## src/cdir_pkg.sv

```systemverilog
`default_nettype none

package cdir_pkg;

   // directory geometry
   localparam int N_WAYS = 4;              // ways per set
   localparam int WAY_W  = 2;              // bits to name a way
   localparam int SET_W  = 4;              // set index width
   localparam int N_SETS = 1 << SET_W;     // 16 sets
   localparam int TAG_W  = 8;              // stored tag width

   // request operations
   typedef enum logic [1:0] {
      OP_LOOKUP = 2'd0,                    // look up, allocate on miss
      OP_PROBE  = 2'd1,                    // report only
      OP_INVAL  = 2'd2                     // drop the line if present
   } dir_op_e;

   // one request, 14 bits
   typedef struct packed {
      dir_op_e            op;
      logic [SET_W-1:0]   set;
      logic [TAG_W-1:0]   tag;
   } dir_req_t;

   // one response, 12 bits
   typedef struct packed {
      logic               hit;
      logic [WAY_W-1:0]   way;             // hit way or allocated way
      logic               evict;           // a valid line was replaced
      logic [TAG_W-1:0]   evict_tag;       // tag of the replaced line
   } dir_rsp_t;

   // tag store write, tag itself comes from the request
   typedef struct packed {
      logic               en;
      logic [WAY_W-1:0]   way;
      logic               valid;           // new valid bit
   } tag_wr_t;

   // tree update for an access to one way
   typedef struct packed {
      logic               en;
      logic [WAY_W-1:0]   way;             // way that was touched
   } plru_upd_t;

endpackage

`default_nettype wire

```

## src/cache_dir.sv

```systemverilog
`timescale 1ns/10ps
`default_nettype none

module cache_dir (
   input  wire                     clk,
   input  wire                     rst,
   input  wire                     req_valid,
   input  wire cdir_pkg::dir_req_t req,
   output logic                    rsp_valid,
   output cdir_pkg::dir_rsp_t      rsp
);

   import cdir_pkg::*;

   // tag store to controller
   logic [N_WAYS-1:0]            way_hit;
   logic [N_WAYS-1:0]            way_valid;
   logic [N_WAYS-1:0][TAG_W-1:0] way_tags;

   // tree to controller
   logic [WAY_W-1:0]             victim_way;

   // controller back to the stores
   tag_wr_t                      tag_wr;
   plru_upd_t                    plru_upd;

   tag_store i_tag_store (
      .clk       (clk),
      .rst       (rst),
      .req_valid (req_valid),
      .req       (req),
      .tag_wr    (tag_wr),
      .way_hit   (way_hit),
      .way_valid (way_valid),
      .way_tags  (way_tags)
   );

   plru_tree i_plru_tree (
      .clk        (clk),
      .rst        (rst),
      .req        (req),
      .plru_upd   (plru_upd),
      .victim_way (victim_way)
   );

   dir_ctrl i_dir_ctrl (
      .clk        (clk),
      .rst        (rst),
      .req_valid  (req_valid),
      .req        (req),
      .way_hit    (way_hit),
      .way_valid  (way_valid),
      .way_tags   (way_tags),
      .victim_way (victim_way),
      .tag_wr     (tag_wr),
      .plru_upd   (plru_upd),
      .rsp_valid  (rsp_valid),
      .rsp        (rsp)
   );

endmodule

`default_nettype wire

```

## src/dir_ctrl.sv

```systemverilog
`timescale 1ns/10ps
`default_nettype none

module dir_ctrl (
   input  wire                      clk,
   input  wire                      rst,
   input  wire                      req_valid,
   input  wire cdir_pkg::dir_req_t  req,
   input  wire [cdir_pkg::N_WAYS-1:0]                      way_hit,
   input  wire [cdir_pkg::N_WAYS-1:0]                      way_valid,
   input  wire [cdir_pkg::N_WAYS-1:0][cdir_pkg::TAG_W-1:0] way_tags,
   input  wire [cdir_pkg::WAY_W-1:0]                       victim_way,
   output cdir_pkg::tag_wr_t        tag_wr,
   output cdir_pkg::plru_upd_t      plru_upd,
   output logic                     rsp_valid,
   output cdir_pkg::dir_rsp_t       rsp
);

   import cdir_pkg::*;

   logic             any_hit;
   logic             any_free;   // at least one invalid way in the set
   logic [WAY_W-1:0] hit_way;
   logic [WAY_W-1:0] free_way;   // lowest invalid way
   logic [WAY_W-1:0] alloc_way;
   dir_rsp_t         rsp_nxt;

   assign any_hit  = |way_hit;
   assign any_free = ~&way_valid;

   // hit vector is one-hot or zero, so or-ing indices is enough
   always_comb begin
      hit_way = '0;
      for (int w = 0; w < N_WAYS; w++) begin
         if (way_hit[w]) hit_way = hit_way | WAY_W'(w);
      end
   end

   // priority encoder, scan from the top so the lowest index wins
   always_comb begin
      free_way = '0;
      for (int w = N_WAYS-1; w >= 0; w--) begin
         if (!way_valid[w]) free_way = WAY_W'(w);
      end
   end

   // fill an empty way first, otherwise take the tree victim
   assign alloc_way = any_free ? free_way : victim_way;

   // decision
   always_comb begin
      tag_wr   = '0;
      plru_upd = '0;
      rsp_nxt  = '0;
      if (req_valid) begin
         case (req.op)
            OP_LOOKUP: begin
               if (any_hit) begin
                  rsp_nxt.hit  = 1'b1;
                  rsp_nxt.way  = hit_way;
                  plru_upd.en  = 1'b1;      // touch only, tags unchanged
                  plru_upd.way = hit_way;
               end else begin
                  rsp_nxt.way  = alloc_way;
                  if (!any_free) begin
                     rsp_nxt.evict     = 1'b1;
                     rsp_nxt.evict_tag = way_tags[victim_way];  // old tag leaving
                  end
                  tag_wr.en    = 1'b1;      // install request tag
                  tag_wr.way   = alloc_way;
                  tag_wr.valid = 1'b1;
                  plru_upd.en  = 1'b1;
                  plru_upd.way = alloc_way;
               end
            end
            OP_PROBE: begin
               rsp_nxt.hit = any_hit;
               rsp_nxt.way = hit_way;       // zero on a miss
            end
            OP_INVAL: begin
               if (any_hit) begin
                  rsp_nxt.hit  = 1'b1;
                  rsp_nxt.way  = hit_way;
                  tag_wr.en    = 1'b1;      // clear valid, tree left alone
                  tag_wr.way   = hit_way;
                  tag_wr.valid = 1'b0;
               end
            end
            default: ;                      // unused encoding, no effect
         endcase
      end
   end

   // response comes out one cycle after the request
   always_ff @(posedge clk) begin
      if (rst) begin
         rsp_valid <= 1'b0;
         rsp       <= '0;
      end else begin
         rsp_valid <= req_valid;
         rsp       <= rsp_nxt;    // zero when idle
      end
   end

endmodule

`default_nettype wire

```

## src/plru_tree.sv

```systemverilog
`timescale 1ns/10ps
`default_nettype none

module plru_tree (
   input  wire                      clk,
   input  wire                      rst,
   input  wire cdir_pkg::dir_req_t  req,
   input  wire cdir_pkg::plru_upd_t plru_upd,
   output logic [cdir_pkg::WAY_W-1:0] victim_way
);

   import cdir_pkg::*;

   // heap numbered tree nodes
   //
   //                [1]              0 goes left, 1 goes right
   //          [2]         [3]
   //       (w0) (w1)   (w2) (w3)     leaf id minus N_WAYS is the way
   //
   // node 0 does not exist, so each set keeps bits N_WAYS-1 down to 1

   logic [N_SETS-1:0][N_WAYS-1:1] tree_q;     // tree bits of every set
   logic [N_WAYS-1:1]             tree_rd;    // tree of the requested set
   logic [N_WAYS-1:1]             tree_nxt;   // tree after the update

   logic [WAY_W:0]                node_id [WAY_W+1];  // node visited per level
   logic [WAY_W:0]                upd_leaf;           // leaf id of accessed way

   assign tree_rd = tree_q[req.set];

   // walk from the root down, one level per step
   assign node_id[0] = (WAY_W+1)'(1);
   for (genvar lvl = 1; lvl <= WAY_W; lvl++) begin : g_walk
      // child id is parent id shifted left with the node bit as lsb
      assign node_id[lvl] = {node_id[lvl-1][WAY_W-1:0], tree_rd[node_id[lvl-1]]};
   end

   // leaf id minus N_WAYS is just the low bits
   assign victim_way = node_id[WAY_W][WAY_W-1:0];

   // leaf of the accessed way, top bit set means offset by N_WAYS
   assign upd_leaf = {1'b1, plru_upd.way};

   // rewrite the nodes on the path so they point away from the accessed way
   for (genvar lvl = 1; lvl <= WAY_W; lvl++) begin : g_level
      for (genvar j = 0; j < (1 << (lvl-1)); j++) begin : g_node
         // ancestor of the leaf at this level equals this node when on path
         // bit WAY_W-lvl of the way tells which child the path takes
         assign tree_nxt[(1 << (lvl-1)) + j] =
            ((upd_leaf >> (WAY_W+1-lvl)) == ((1 << (lvl-1)) + j)) ?
               ~upd_leaf[WAY_W-lvl] :                  // left child taken -> point right
               tree_rd[(1 << (lvl-1)) + j];            // off path, keep
      end
   end

   // tree registers, all point left after reset
   always_ff @(posedge clk) begin
      if (rst) begin
         tree_q <= '0;
      end else if (plru_upd.en) begin
         tree_q[req.set] <= tree_nxt;
      end
   end

endmodule

`default_nettype wire

```

## src/tag_store.sv

```systemverilog
`timescale 1ns/10ps
`default_nettype none

module tag_store (
   input  wire                    clk,
   input  wire                    rst,
   input  wire                    req_valid,
   input  wire cdir_pkg::dir_req_t req,
   input  wire cdir_pkg::tag_wr_t tag_wr,
   output logic [cdir_pkg::N_WAYS-1:0]                      way_hit,
   output logic [cdir_pkg::N_WAYS-1:0]                      way_valid,
   output logic [cdir_pkg::N_WAYS-1:0][cdir_pkg::TAG_W-1:0] way_tags
);

   import cdir_pkg::*;

   // valid bits live in one flat register so reset clears them at once
   logic [N_SETS-1:0][N_WAYS-1:0] valid_q;

   // tag array, one row per set
   logic [N_WAYS-1:0][TAG_W-1:0]  tag_q [N_SETS];

   logic                          wr_en;

   assign wr_en = req_valid & tag_wr.en;   // only a live request writes

   // asynchronous read of the addressed set
   assign way_valid = valid_q[req.set];
   assign way_tags  = tag_q[req.set];

   // compare every way against the request tag
   for (genvar w = 0; w < N_WAYS; w++) begin : g_cmp
      assign way_hit[w] = way_valid[w] & (way_tags[w] == req.tag);
   end

   // valid bits, cleared on reset
   always_ff @(posedge clk) begin
      if (rst) begin
         valid_q <= '0;
      end else if (wr_en) begin
         valid_q[req.set][tag_wr.way] <= tag_wr.valid;   // set on fill, clear on inval
      end
   end

   // tags only matter when valid, no reset here
   always_ff @(posedge clk) begin
      if (wr_en) begin
         tag_q[req.set][tag_wr.way] <= req.tag;  // request tag always goes in
      end
   end

endmodule

`default_nettype wire
```

## config.mk

```make
export PLATFORM = sky130hd
export DESIGN_NAME = cache_dir
export DESIGN_NICKNAME = d
export VERILOG_FILES = /design/src/cdir_pkg.sv /design/src/cache_dir.sv /design/src/dir_ctrl.sv /design/src/plru_tree.sv /design/src/tag_store.sv
export SDC_FILE = /design/constraint.sdc
export NUM_CORES = 1
export LEC_CHECK = 0
export BUFFER_PORTS_ARGS = -buffer_cell sky130_fd_sc_hd__buf_2
export CAP_MARGIN = 20
export CORE_MARGIN = 1
export CORE_UTILIZATION = 40
export CTS_BUF_LIST = sky130_fd_sc_hd__clkbuf_8
export DETAILED_ROUTE_END_ITERATION = 7
export PLACE_DENSITY_LB_ADDON = 0.05
export SKIP_CTS_REPAIR_TIMING = 1
export SYNTH_ARGS = -nofsm -noshare
export SYNTH_HDL_FRONTEND = slang
export SYNTH_SLANG_ARGS = --single-unit
```

## constraint.sdc

```tcl
create_clock -name clk -period 4.9 [get_ports clk]
set_clock_uncertainty 0.05 [all_clocks]
set_input_delay 0.245 -clock clk [delete_from_list [all_inputs] [get_ports clk]]
set_output_delay 0.245 -clock clk [all_outputs]
set_load 0.05 [all_outputs]
```

# After elaboration in Yosys (flattened, before gate mapping)
# Memory sizes are Yosys's and may differ from the RTL's.
# Cells that the tools add are included.
[word_totals]
ff_bits = 125
ramBits = 512
inputBits = 17
out_inout_bits = 13
word_cells = 110
memories = 1
[mem_list]
columns = ["memory", "words", "width", "rd", "rd_ports_with_merged_regs", "wr", "line_no", "text"]
rows = [
  ["i_tag_store.tag_q", 16, 32, 1, 0, 1, "tag_store.sv:21", "logic [N_WAYS-1:0][TAG_W-1:0] tag_q [N_SETS];"],
]
[classes]
n_lt_le_gt_ge = 6
n_eq_ne = 6
n_mux = 42
n_bitwise = 10
n_reduce_logical = 8
[op_table]
columns = ["operator", "n"]
rows = [
  ["$bwmux 64", 1],
  ["$bwmux 48", 1],
  ["$eq 8x8->1", 4],
  ["$mux 32", 1],
  ["$mux 4", 5],
  ["$mux 2", 9],
  ["$bmux 4 s4", 1],
  ["$bmux 8 s2", 1],
  ["$demux 4 s4", 1],
  ["$demux 8 s2", 1],
  ["$mux 8", 2],
  ["$mux 3", 5],
  ["$bmux 3 s4", 1],
  ["$demux 3 s4", 1],
  ["$lt 2x3->1 const B", 3],
  ["$mux 9", 1],
  ["$pmux 3 s3", 1],
  ["$mux 1", 8],
  ["$pmux 4 s2", 1],
  ["$reduce_or 8->1", 1],
  ["$reduce_or 7->1", 1],
  ["$and 1x1->1", 5],
  ["$lt 4x5->1 const B", 1],
  ["$not 1->1", 5],
  ["10 further kinds", 11],
]

# Logic depth before layout (Yosys ltp)
# Gate-level depths: netlist of the first run.
[depth]
word_depth = 17
mapped_depth = 19

# Cells and area by module
# From an unflattened synthesis of the first run, not the netlist that was laid out.
[unflattened]
cells_unflattened = 1702
area_unflattened_um2 = 26696.9
[modules_own_cells]
columns = ["mod", "instances", "cells_per_inst", "area_each_um2"]
rows = [
  ["tag_store", 1, 1400, 23674.0],
  ["plru_tree", 1, 237, 2293.4],
  ["dir_ctrl", 1, 65, 729.4],
]

# Least setup slack after synthesis of the first run
# OpenSTA, ideal clock, no wires.
[synth_path]
path_kind = "input port to flip-flop"
startpoint = "in req[8] in the netlist's numbering"
endpoint = "mem i_tag_store.tag_q[9][0] in the netlist's numbering (enable)"
setup_ns = 0.388
arrival_ns = 3.844
slack_ns = 0.618
stages = 15
cell_sequence = "buf_6 > buf_8 > buf_6 > buf_4 > buf_6 > mux2_2 > o22ai_1 > nor3_1 > a2111oi_0 > o21ai_1 > or4_4 > nand4_2 > xnor2_2 > nand4_1 > nor3_1"
[synth_via]
elab_chain_cells = 15
[synth_rtl]
columns = ["element", "line_no", "text"]
rows = [
  ["from (decl)", "cache_dir.sv:8", "input wire cdir_pkg::dir_req_t req,"],
  ["branches (longest 15 deep; another with $mem_v2 16x32)", "-", ""],
  ["to (decl)", "tag_store.sv:21", ""],
]
# Parallel ways; which one is timed is not known. The select of a mux whose other input is x is not followed.

# Final worst setup path of the first run
[layout_path]
startpoint = "mem i_tag_store.tag_q[2][25] in the netlist's numbering"
endpoint = "reg i_tag_store.valid_q[50] in the netlist's numbering"
[layout_via]
elab_chain_cells = 14
[layout_rtl]
columns = ["element", "line_no", "text"]
rows = [
  ["$mem_v2 16x32 (*)", "-", ""],
  ["$eq 8x8->1 (*)", "tag_store.sv:33", "assign way_hit[w] = way_valid[w] & (way_tags[w] == req.tag);"],
  ["$and 1x1->1 (*)", "tag_store.sv:33", ""],
  ["$reduce_or 4->1 or $mux 2 (tied branches)", "dir_ctrl.sv:28, dir_ctrl.sv:35", ""],
  ["$mux 4, on equally long branches", "dir_ctrl.sv:81, dir_ctrl.sv:58", ""],
  ["$pmux 4 s2 (*)", "dir_ctrl.sv:56", "case (req.op)"],
  ["$mux 4 (*)", "dir_ctrl.sv:55", "if (req_valid) begin"],
  ["$lt 2x3->1 (not written as such) or $ge 2x1->1 (tied branches)", "tag_store.sv:41", "valid_q[req.set][tag_wr.way] <= tag_wr.valid;"],
  ["$logic_and 1x1->1 (not written as such)", "tag_store.sv:41", ""],
  ["$mux 1 (not written as such)", "tag_store.sv:41", ""],
  ["$demux 1 s2", "-", ""],
  ["$mux 4 (not written as such)", "tag_store.sv:41", ""],
  ["$demux 4 s4", "-", ""],
  ["$bwmux 64", "tag_store.sv:41", ""],
  ["to (signal, indexed assignment)", "tag_store.sv:41", ""],
  ["to (decl)", "tag_store.sv:18", "logic [N_SETS-1:0][N_WAYS-1:0] valid_q;"],
]
# Every way passes the cells marked *; elsewhere a longest branch is shown, timed or not.
# A chain may end at the register's enable or synchronous reset.

==> parameters.txt, run 1 <==
Parameter                              Value

Synth
  Netlist cell types    69
  Fraction of registers with async set or reset after synthesis    0%
  Post-Syn Nets    1667
  Complex-gate fraction of the synthesized area    4.39%
  Sequential area share after synthesis    65.5%
  Count of state elements after synthesis    637
  Area share of fa/ha/maj cells after synthesis    0%
  Area share of and/or/nand/nor cells after synthesis    7.74%
  Yosys synthesis warning count    0
  Mux contribution to synthesized area    18.7%
  EDFF count, synth    512
  Prevailing post-synth register cell    sky130_fd_sc_hd__edfxtp_1
  Main combinational cell family by area after synthesis    multiplexers
  Average cell area after synthesis    16.5 µm²
  Post-Synthesis Cells    1650
  Area share of xor/xnor cells in the synthesized design    1.25%
  Area of the mapped netlist    27300 µm²

CTS
  Buffer cell driving the clock tree root    sky130_fd_sc_hd__clkbuf_8
  Bufs on Longest Clock Path    3
  Source-to-sink clock delay at the later pin of the worst-skew pair    0.72 ns
  CTS Buf Count    109
  H-tree depth    3
  Clock-pin slew reported for the worst setup and hold paths after clock tree synthesis    0.06 ns
  Clock tree from TritonCTS    done
  Clock Sinks    637

STA
  Final Hold Violating Endpoints    1
  Worst rel slew slack    26.7%
  Setup WS post-layout    0.311 ns
  Unrepaired setup endpoints after global routing    false
  Count of final max-slew check failures    0
  Final Cycle Share    93.7%
  Worst-margin pin slew    1.10 ns
  Fmax achieved    218 MHz
  Final Hold Slack    -0.0104 ns
  Setup violators final    0
  Clock period minus worst slack    4.59 ns

Hold path
  Hold Path Class    in2reg
  Worst Hold Launch    req[12]

Global routing
  Largest net degree at the start of global routing    74
  Antenna violations before repair    3
  Via count of the first global-routing pass    16.0k
  Total congestion overflow    0
  Wire length of the first global-routing pass    116000 µm
  Overall routing resource usage    23.4%

Run status
  Failing checks    negative hold slack
  Status    finished with violations

Final layout
  Register area    17900 µm²
  Area of the multi-input gates    8760 µm²
  # nets final    1877
  Final core utilization    46.7%
  Area Growth Syn to Fin    15.2%
  Most frequent cells in the layout    512 x sky130_fd_sc_hd__edfxtp_1, 177 x sky130_fd_sc_hd__mux2i_1, 161 x sky130_fd_sc_hd__buf_4, 135 x sky130_fd_sc_hd__mux4_2, 125 x sky130_fd_sc_hd__dfxtp_1
  Most common cell after layout, fill and taps aside    sky130_fd_sc_hd__edfxtp_1
  Final cell count without fillers    2829
  Filler cell count    5927
  Share of layout cells above drive strength 1    29.4%

Pwr
  Total power draw    11.0 mW
  Peak supply drop    0.204 mV
  Share of total power in sequential cells    53.2%
  P_int    8.40 mW
  Power per standard cell area    349 nW/µm²
  Sw frac    23.6%
  Leakage power    10.9 nW
  Switching power of the nets    2.59 mW
  Part of the power in the clock network    40.2%
  Combinational power share    6.6%

Die
  Die span in y    263 µm
  Placeable core area    67400 µm²
  Die area    69300 µm²
  Number of I/O pins    30
  Std cell rows    95
  Starting density of the core    40.5%
  Chip width    263 µm

Routing
  Number of design-rule violations left by the first detailed-router iteration    1392
  DRT Pass-1 Iters    5
  Number of remaining DRC errors    0
  Detailed-route via count    15.8k
  Routed WL    79700 µm
  Routed via count divided by cell count    5.60
  Antenna violation net count after detailed routing    0
  DR WL/cell    28.2 µm

Setup path
  Type of element capturing the critical path    flip-flop
  Arrival time reported for the critical path endpoint    5.10 ns
  Crit-path max FO    16
  Setup CP Type    reg2reg
  Required time at the worst-slack endpoint    5.41 ns
  Worst reg2reg startpoint    i_tag_store.tag_q[2][25]
  Crit start category    flip-flop
  Start point of the critical path    i_tag_store.tag_q[2][25]

Place
  Routability congestion estimate from global placement    0.884
  Count of buffers inserted at the top-level ports    29
  Post-DP HPWL    52900 µm
  Total placed cells including tap cells    2620
  Minimum setup slack after placement    -0.0847 ns

Job
  Max-capacitance violation count    0
## critical path, stage by stage, from the launching register on
cell and delay, ns:
sky130_fd_sc_hd__edfxtp_1 0.32, sky130_fd_sc_hd__mux2i_1 0.08, sky130_fd_sc_hd__mux4_2 0.49, sky130_fd_sc_hd__mux2i_1 0.65
sky130_fd_sc_hd__xnor2_1 0.19, sky130_fd_sc_hd__nand3_1 0.09, sky130_fd_sc_hd__or4b_1 0.71, sky130_fd_sc_hd__and2_1 0.35
sky130_fd_sc_hd__o21a_1 0.16, sky130_fd_sc_hd__o21ai_2 0.83, sky130_fd_sc_hd__nor2_1 0.13, sky130_fd_sc_hd__buf_4 0.23
sky130_fd_sc_hd__mux2i_1 0.13
## final cells by class
type	instances	share of cell area, %
Sequential cell	637	56.8
Antenna cell	2	0.0159
Clock inverter	83	1.10
Timing Repair Buffer	205	5.27
Multi-Input combinational cell	899	27.9
Tap cell	873	3.47
Inverter	8	0.0955
Clock buffer	122	5.34
## cells by family (layout without fill, tap and decap cells)
kind of cell | Yosys count | in the layout
AOI/OAI and AO/OA | 170 | 170
xor gates and xnor gates | 38 | 38
buffers and inverters | 114 | 418
DFF | 637 | 637
muxes | 336 | 336
other | 0 | 2
and+or+nand+nor | 355 | 355
## sequential cells by signal, indices dropped and copies added, names as in the netlist
| signal | cells |
|---|---|
| i_tag_store.valid_q | 64 |
| i_dir_ctrl.rsp_valid | 1 |
| i_tag_store.tag_q | 512 |
| i_dir_ctrl.rsp | 12 |
| i_plru_tree.tree_q | 48 |
## path summary, 6_finish.rpt
path,to,slack (ns),depth (start not counted)
worst max register to register,i_tag_store.valid_q[50],0.31,12
worst min register to register,i_tag_store.valid_q[16],0.42,2
worst min-delay path,i_dir_ctrl.rsp[9],-0.01,4
worst max-delay path,i_tag_store.valid_q[50],0.31,12
## metrics by stage
stage                     instance area [µm²]  TNS (ns)
final                                   31500         0
after CTS                               31400         0
after global placement                  29400     -3.98
after global routing                    31400         0
after floorplan                         27300         0
after detailed placement                29400     -3.80
## cell usage after synthesis (10+ instances only)
cell type | number | area share [%]
sky130_fd_sc_hd__mux4_2 | 135 | 11
sky130_fd_sc_hd__nand2b_1 | 74 | 1.7
sky130_fd_sc_hd__nand2_1 | 49 | 0.67
sky130_fd_sc_hd__buf_4 | 17 | 0.47
sky130_fd_sc_hd__nand4_1 | 14 | 0.32
sky130_fd_sc_hd__xor2_1 | 11 | 0.35
sky130_fd_sc_hd__edfxtp_1 | 512 | 56
sky130_fd_sc_hd__nand3b_1 | 32 | 0.88
sky130_fd_sc_hd__o22ai_1 | 10 | 0.23
sky130_fd_sc_hd__buf_6 | 15 | 0.62
sky130_fd_sc_hd__o21ai_0 | 34 | 0.62
sky130_fd_sc_hd__dfxtp_1 | 125 | 9.2
sky130_fd_sc_hd__buf_2 | 21 | 0.38
sky130_fd_sc_hd__nor2_1 | 86 | 1.2
sky130_fd_sc_hd__clkbuf_1 | 43 | 0.59
sky130_fd_sc_hd__nor2_2 | 13 | 0.30
sky130_fd_sc_hd__a21oi_1 | 26 | 0.48
sky130_fd_sc_hd__mux2i_1 | 177 | 6.5
sky130_fd_sc_hd__a211oi_1 | 10 | 0.27
sky130_fd_sc_hd__nor3_4 | 10 | 0.60
sky130_fd_sc_hd__nor2b_1 | 11 | 0.25
sky130_fd_sc_hd__xnor2_1 | 26 | 0.83
sky130_fd_sc_hd__nand3_1 | 11 | 0.20
sky130_fd_sc_hd__a22oi_1 | 31 | 0.85
sky130_fd_sc_hd__mux2_2 | 21 | 0.87
sky130_fd_sc_hd__o21ai_2 | 12 | 0.38
sky130_fd_sc_hd__and2_1 | 10 | 0.23
## metal layers
| metal | part of all wire, % | vias up | global-route usage (%) |
|---|---|---|---|
| li1 | - | 6929 | - |
| met2 | 46 | 529 | 36.1 |
| met4 | 2.2 | 0 | 6.12 |
| met5 | 0 | - | 0 |
| met1 | 45 | 8270 | 33.5 |
| met3 | 6.3 | 114 | 4.93 |
## power by group through the flow
stage	Sequential [mW]	Clock, mW	Combinational [mW]
global route	5.85	4.79	0.770
floorplan	5.96	0	0.420
global placement	5.96	0	0.728
detailed placement	5.96	0	0.732
finish	5.85	4.42	0.728
CTS	5.85	4.57	0.733
Note: power is estimated with default switching activity, not from simulation.
==> run 2, diff against run 1 <==
--- a/config.mk
+++ b/config.mk
@@ -7,6 +7,7 @@
 export LEC_CHECK = 0
 export BUFFER_PORTS_ARGS = -buffer_cell sky130_fd_sc_hd__buf_2
 export CAP_MARGIN = 20
+export CORE_ASPECT_RATIO = 0.8
 export CORE_MARGIN = 1
 export CORE_UTILIZATION = 40
 export CTS_BUF_LIST = sky130_fd_sc_hd__clkbuf_8
==> parameters.txt, run 2 (synthesis results as in run 1) <==
Parameter                              Value

Hold path
  Worst Hold Launch    req[12]
  Hold Path Class    in2reg
  Hold Path End    i_dir_ctrl.rsp[10]
  Hold depth    3 (-1)

Setup path
  Cell at the slowest stage of the critical path    sky130_fd_sc_hd__or4b_1
  Worst R2R End    i_tag_store.tag_q[6][28]
  Cell with the most instances on the worst path    sky130_fd_sc_hd__buf_4
  CP Buf/Inv Count    3 (+2)
  Worst reg2reg startpoint    i_tag_store.tag_q[15][24]
  Worst Reg2Reg Path Length in Cells    12 (unchanged)
  Critical path cell sequence    mux4_2 > mux4_2 > xnor2_1 > nand3_1 > or4b_1 > nand4_2 > xnor2_2 > buf_4 > nand4_1 > buf_4 > nor3_2 > buf_4
  Crit-path max FO    9 (-7)
  Critical Path Max Stage Delay    0.74 ns (-0.09 ns)
  Arrival time reported for the critical path endpoint    4.62 ns (-0.48 ns)
  Type of element capturing the critical path    flip-flop
  Setup CP Type    reg2reg
  Required time at the worst-slack endpoint    5.24 ns (-0.17 ns)
  Internal reg-to-reg setup slack    0.62 ns (+0.31 ns)
  Kind of cell adding the most delay to the critical path    simple AND/OR/NAND/NOR gates
  Crit start category    flip-flop

CTS
  Source-to-sink clock delay at the later pin of the worst-skew pair    0.71 ns (about the same)
  Bufs on Longest Clock Path    3 (unchanged)
  CTS Buf Count    104 (-4.6%)
  Clock tree from TritonCTS    done
  H-tree depth    3 (unchanged)
  Clock-pin slew reported for the worst setup and hold paths after clock tree synthesis    0.07 ns (about the same)
  Buffer cell driving the clock tree root    sky130_fd_sc_hd__clkbuf_8
  Clock Sinks    637 (unchanged)

Die
  Starting density of the core    40.5% (about the same)
  Die area    69300 µm² (about the same)
  Placeable core area    67400 µm² (about the same)
  Die span in y    236 µm (-10%)
  Chip width    294 µm (+12%)
  Std cell rows    85 (-11%)
  Number of I/O pins    30 (unchanged)

Final layout
  Largest register FFs    512 (unchanged)
  Largest register by flop count    i_tag_store.tag_q
  Most frequent cells in the layout    512 x sky130_fd_sc_hd__edfxtp_1, 177 x sky130_fd_sc_hd__mux2i_1, 158 x sky130_fd_sc_hd__buf_4, 135 x sky130_fd_sc_hd__mux4_2, 125 x sky130_fd_sc_hd__dfxtp_1
  Final cell count without fillers    2896 (+2.4%)
  Filler cell count    5901 (-0.44%)
  Register area    17900 µm² (unchanged)
  Largest registers ranked by flip-flop count    i_tag_store.tag_q: 512 flops, i_tag_store.valid_q: 64 flops, i_plru_tree.tree_q: 48 flops
  Area Growth Syn to Fin    18.5%
  Final core utilization    48.0% (+1.3 points)
  Share of layout cells above drive strength 1    31.1% (+1.7 points)
  Most common cell after layout, fill and taps aside    sky130_fd_sc_hd__edfxtp_1
  Area of the multi-input gates    8770 µm² (about the same)
  # nets final    1910 (+1.8%)

Pwr
  Total power draw    11.2 mW (+2.3%)
  P_int    8.64 mW (+2.9%)
  Part of the power in the clock network    41.2% (+1.0 points)
  Switching power of the nets    2.60 mW (+0.51%)
  Power per standard cell area    348 nW/µm² (-0.53%)
  Share of total power in sequential cells    52.0% (-1.2 points)
  Sw frac    23.2% (-0.41 points)
  Combinational power share    6.8% (+0.2 points)
  Peak supply drop    0.217 mV (+6.1%)
  Leakage power    11.2 nW (+2.5%)

Place
  Total placed cells including tap cells    2695 (+2.9%)
  Post-DP HPWL    55500 µm (+4.9%)
  Count of buffers inserted at the top-level ports    29 (unchanged)
  Routability congestion estimate from global placement    0.866 (-2.0%)

STA
  Unrepaired setup endpoints after global routing    false
  Worst rel slew slack    31.8% (+5.1 points)
  Count of final max-slew check failures    0 (unchanged)
  Final Cycle Share    87.3% (-6.3 points)
  Worst-margin pin slew    1.02 ns (-0.0802 ns)
  Final Hold Violating Endpoints    0 (-1)
  Setup violators final    0 (unchanged)
  Fmax achieved    234 MHz (+7.2%)
  Setup Total Neg Slack    0 ns (unchanged)
  Clock period minus worst slack    4.28 ns (-0.309 ns)

Global routing
  Via count of the first global-routing pass    16.0k (+0.11%)
  Antenna violations before repair    2 (-1)
  Total congestion overflow    0 (unchanged)
  Largest net degree at the start of global routing    95 (+28%)
  Wire length of the first global-routing pass    117000 µm (+1.2%)
  Overall routing resource usage    23.8% (+0.48 points)

Job
  Max-capacitance violation count    0 (unchanged)

Routing
  Number of remaining DRC errors    0 (unchanged)
  DRT Pass-1 Iters    7 (+2)
  DR WL/cell    28.0 µm (-0.57%)
  Detailed-route via count    16.0k (+0.79%)
  Routed WL    81100 µm (+1.8%)
  Antenna violation net count after detailed routing    0 (unchanged)
  Number of design-rule violations left by the first detailed-router iteration    1630 (+17%)
  Routed via count divided by cell count    5.51 (-1.5%)

Run status
  Status    finished clean
[run 2: final cells by class]
class                      count  area share (%)
antenna                        2          0.0155
clock buffer                 120            5.11
clock inverter                74            1.37
inverter                       8          0.0928
multi-input combinational    899            27.1
sequential                   637            55.3
tap                          913            3.53
timing repair buffer         243            7.50
[run 2: worst reg2reg max path: stages, from the launching register on]
cell and delay, ns:
sky130_fd_sc_hd__edfxtp_1 0.35, sky130_fd_sc_hd__mux4_2 0.53, sky130_fd_sc_hd__mux4_2 0.50, sky130_fd_sc_hd__xnor2_1 0.15
sky130_fd_sc_hd__nand3_1 0.09, sky130_fd_sc_hd__or4b_1 0.74, sky130_fd_sc_hd__nand4_2 0.22, sky130_fd_sc_hd__xnor2_2 0.22
sky130_fd_sc_hd__buf_4 0.25, sky130_fd_sc_hd__nand4_1 0.27, sky130_fd_sc_hd__buf_4 0.24, sky130_fd_sc_hd__nor3_2 0.14
sky130_fd_sc_hd__buf_4 0.23
[run 2: metrics by stage]
stage                     instance area, µm²  setup WS (ns)  hold WS, ns
after floorplan                        27300          0.618        0.294
after global placement                 30200          0.178        0.407
after detailed placement               30200          0.166        0.411
after CTS                              32300          0.609      -0.0576
after global routing                   32300          0.432      0.00207
final                                  32300          0.620       0.0388
[run 2: worst max-delay path by stage]
stage | from | end | slack, ns | cells after the start
final | i_tag_store.tag_q[15][24] | i_tag_store.tag_q[6][28] | 0.62 | 12
after global routing | i_tag_store.tag_q[15][24] | i_tag_store.valid_q[14] | 0.43 | 11
after CTS | i_tag_store.tag_q[14][24] | i_tag_store.tag_q[13][13] | 0.61 | 9
after detailed placement | req[8] | i_tag_store.valid_q[14] | 0.17 | 15
after global placement | req[11] | i_tag_store.tag_q[13][12] | 0.18 | 13
after floorplan | req[8] | i_tag_store.tag_q[9][0] | 0.62 | 15
[run 2: power by group through the flow]
stage | logic [mW] | clock network, mW | registers (mW)
after floorplan | 0.420 | 0 | 5.96
after global placement | 0.756 | 0 | 5.96
after detailed placement | 0.758 | 0 | 5.96
after CTS | 0.760 | 4.76 | 5.85
after global routing | 0.804 | 5.00 | 5.84
final | 0.762 | 4.64 | 5.85
[run 2: layer usage]
metal	global-route usage (%)	vias up	wire, µm
li1	-	7001	-
met1	36.8	8338	39500
met2	34.0	504	34700
met3	4.78	124	5030
met4	6.14	0	1790
met5	0	-	0
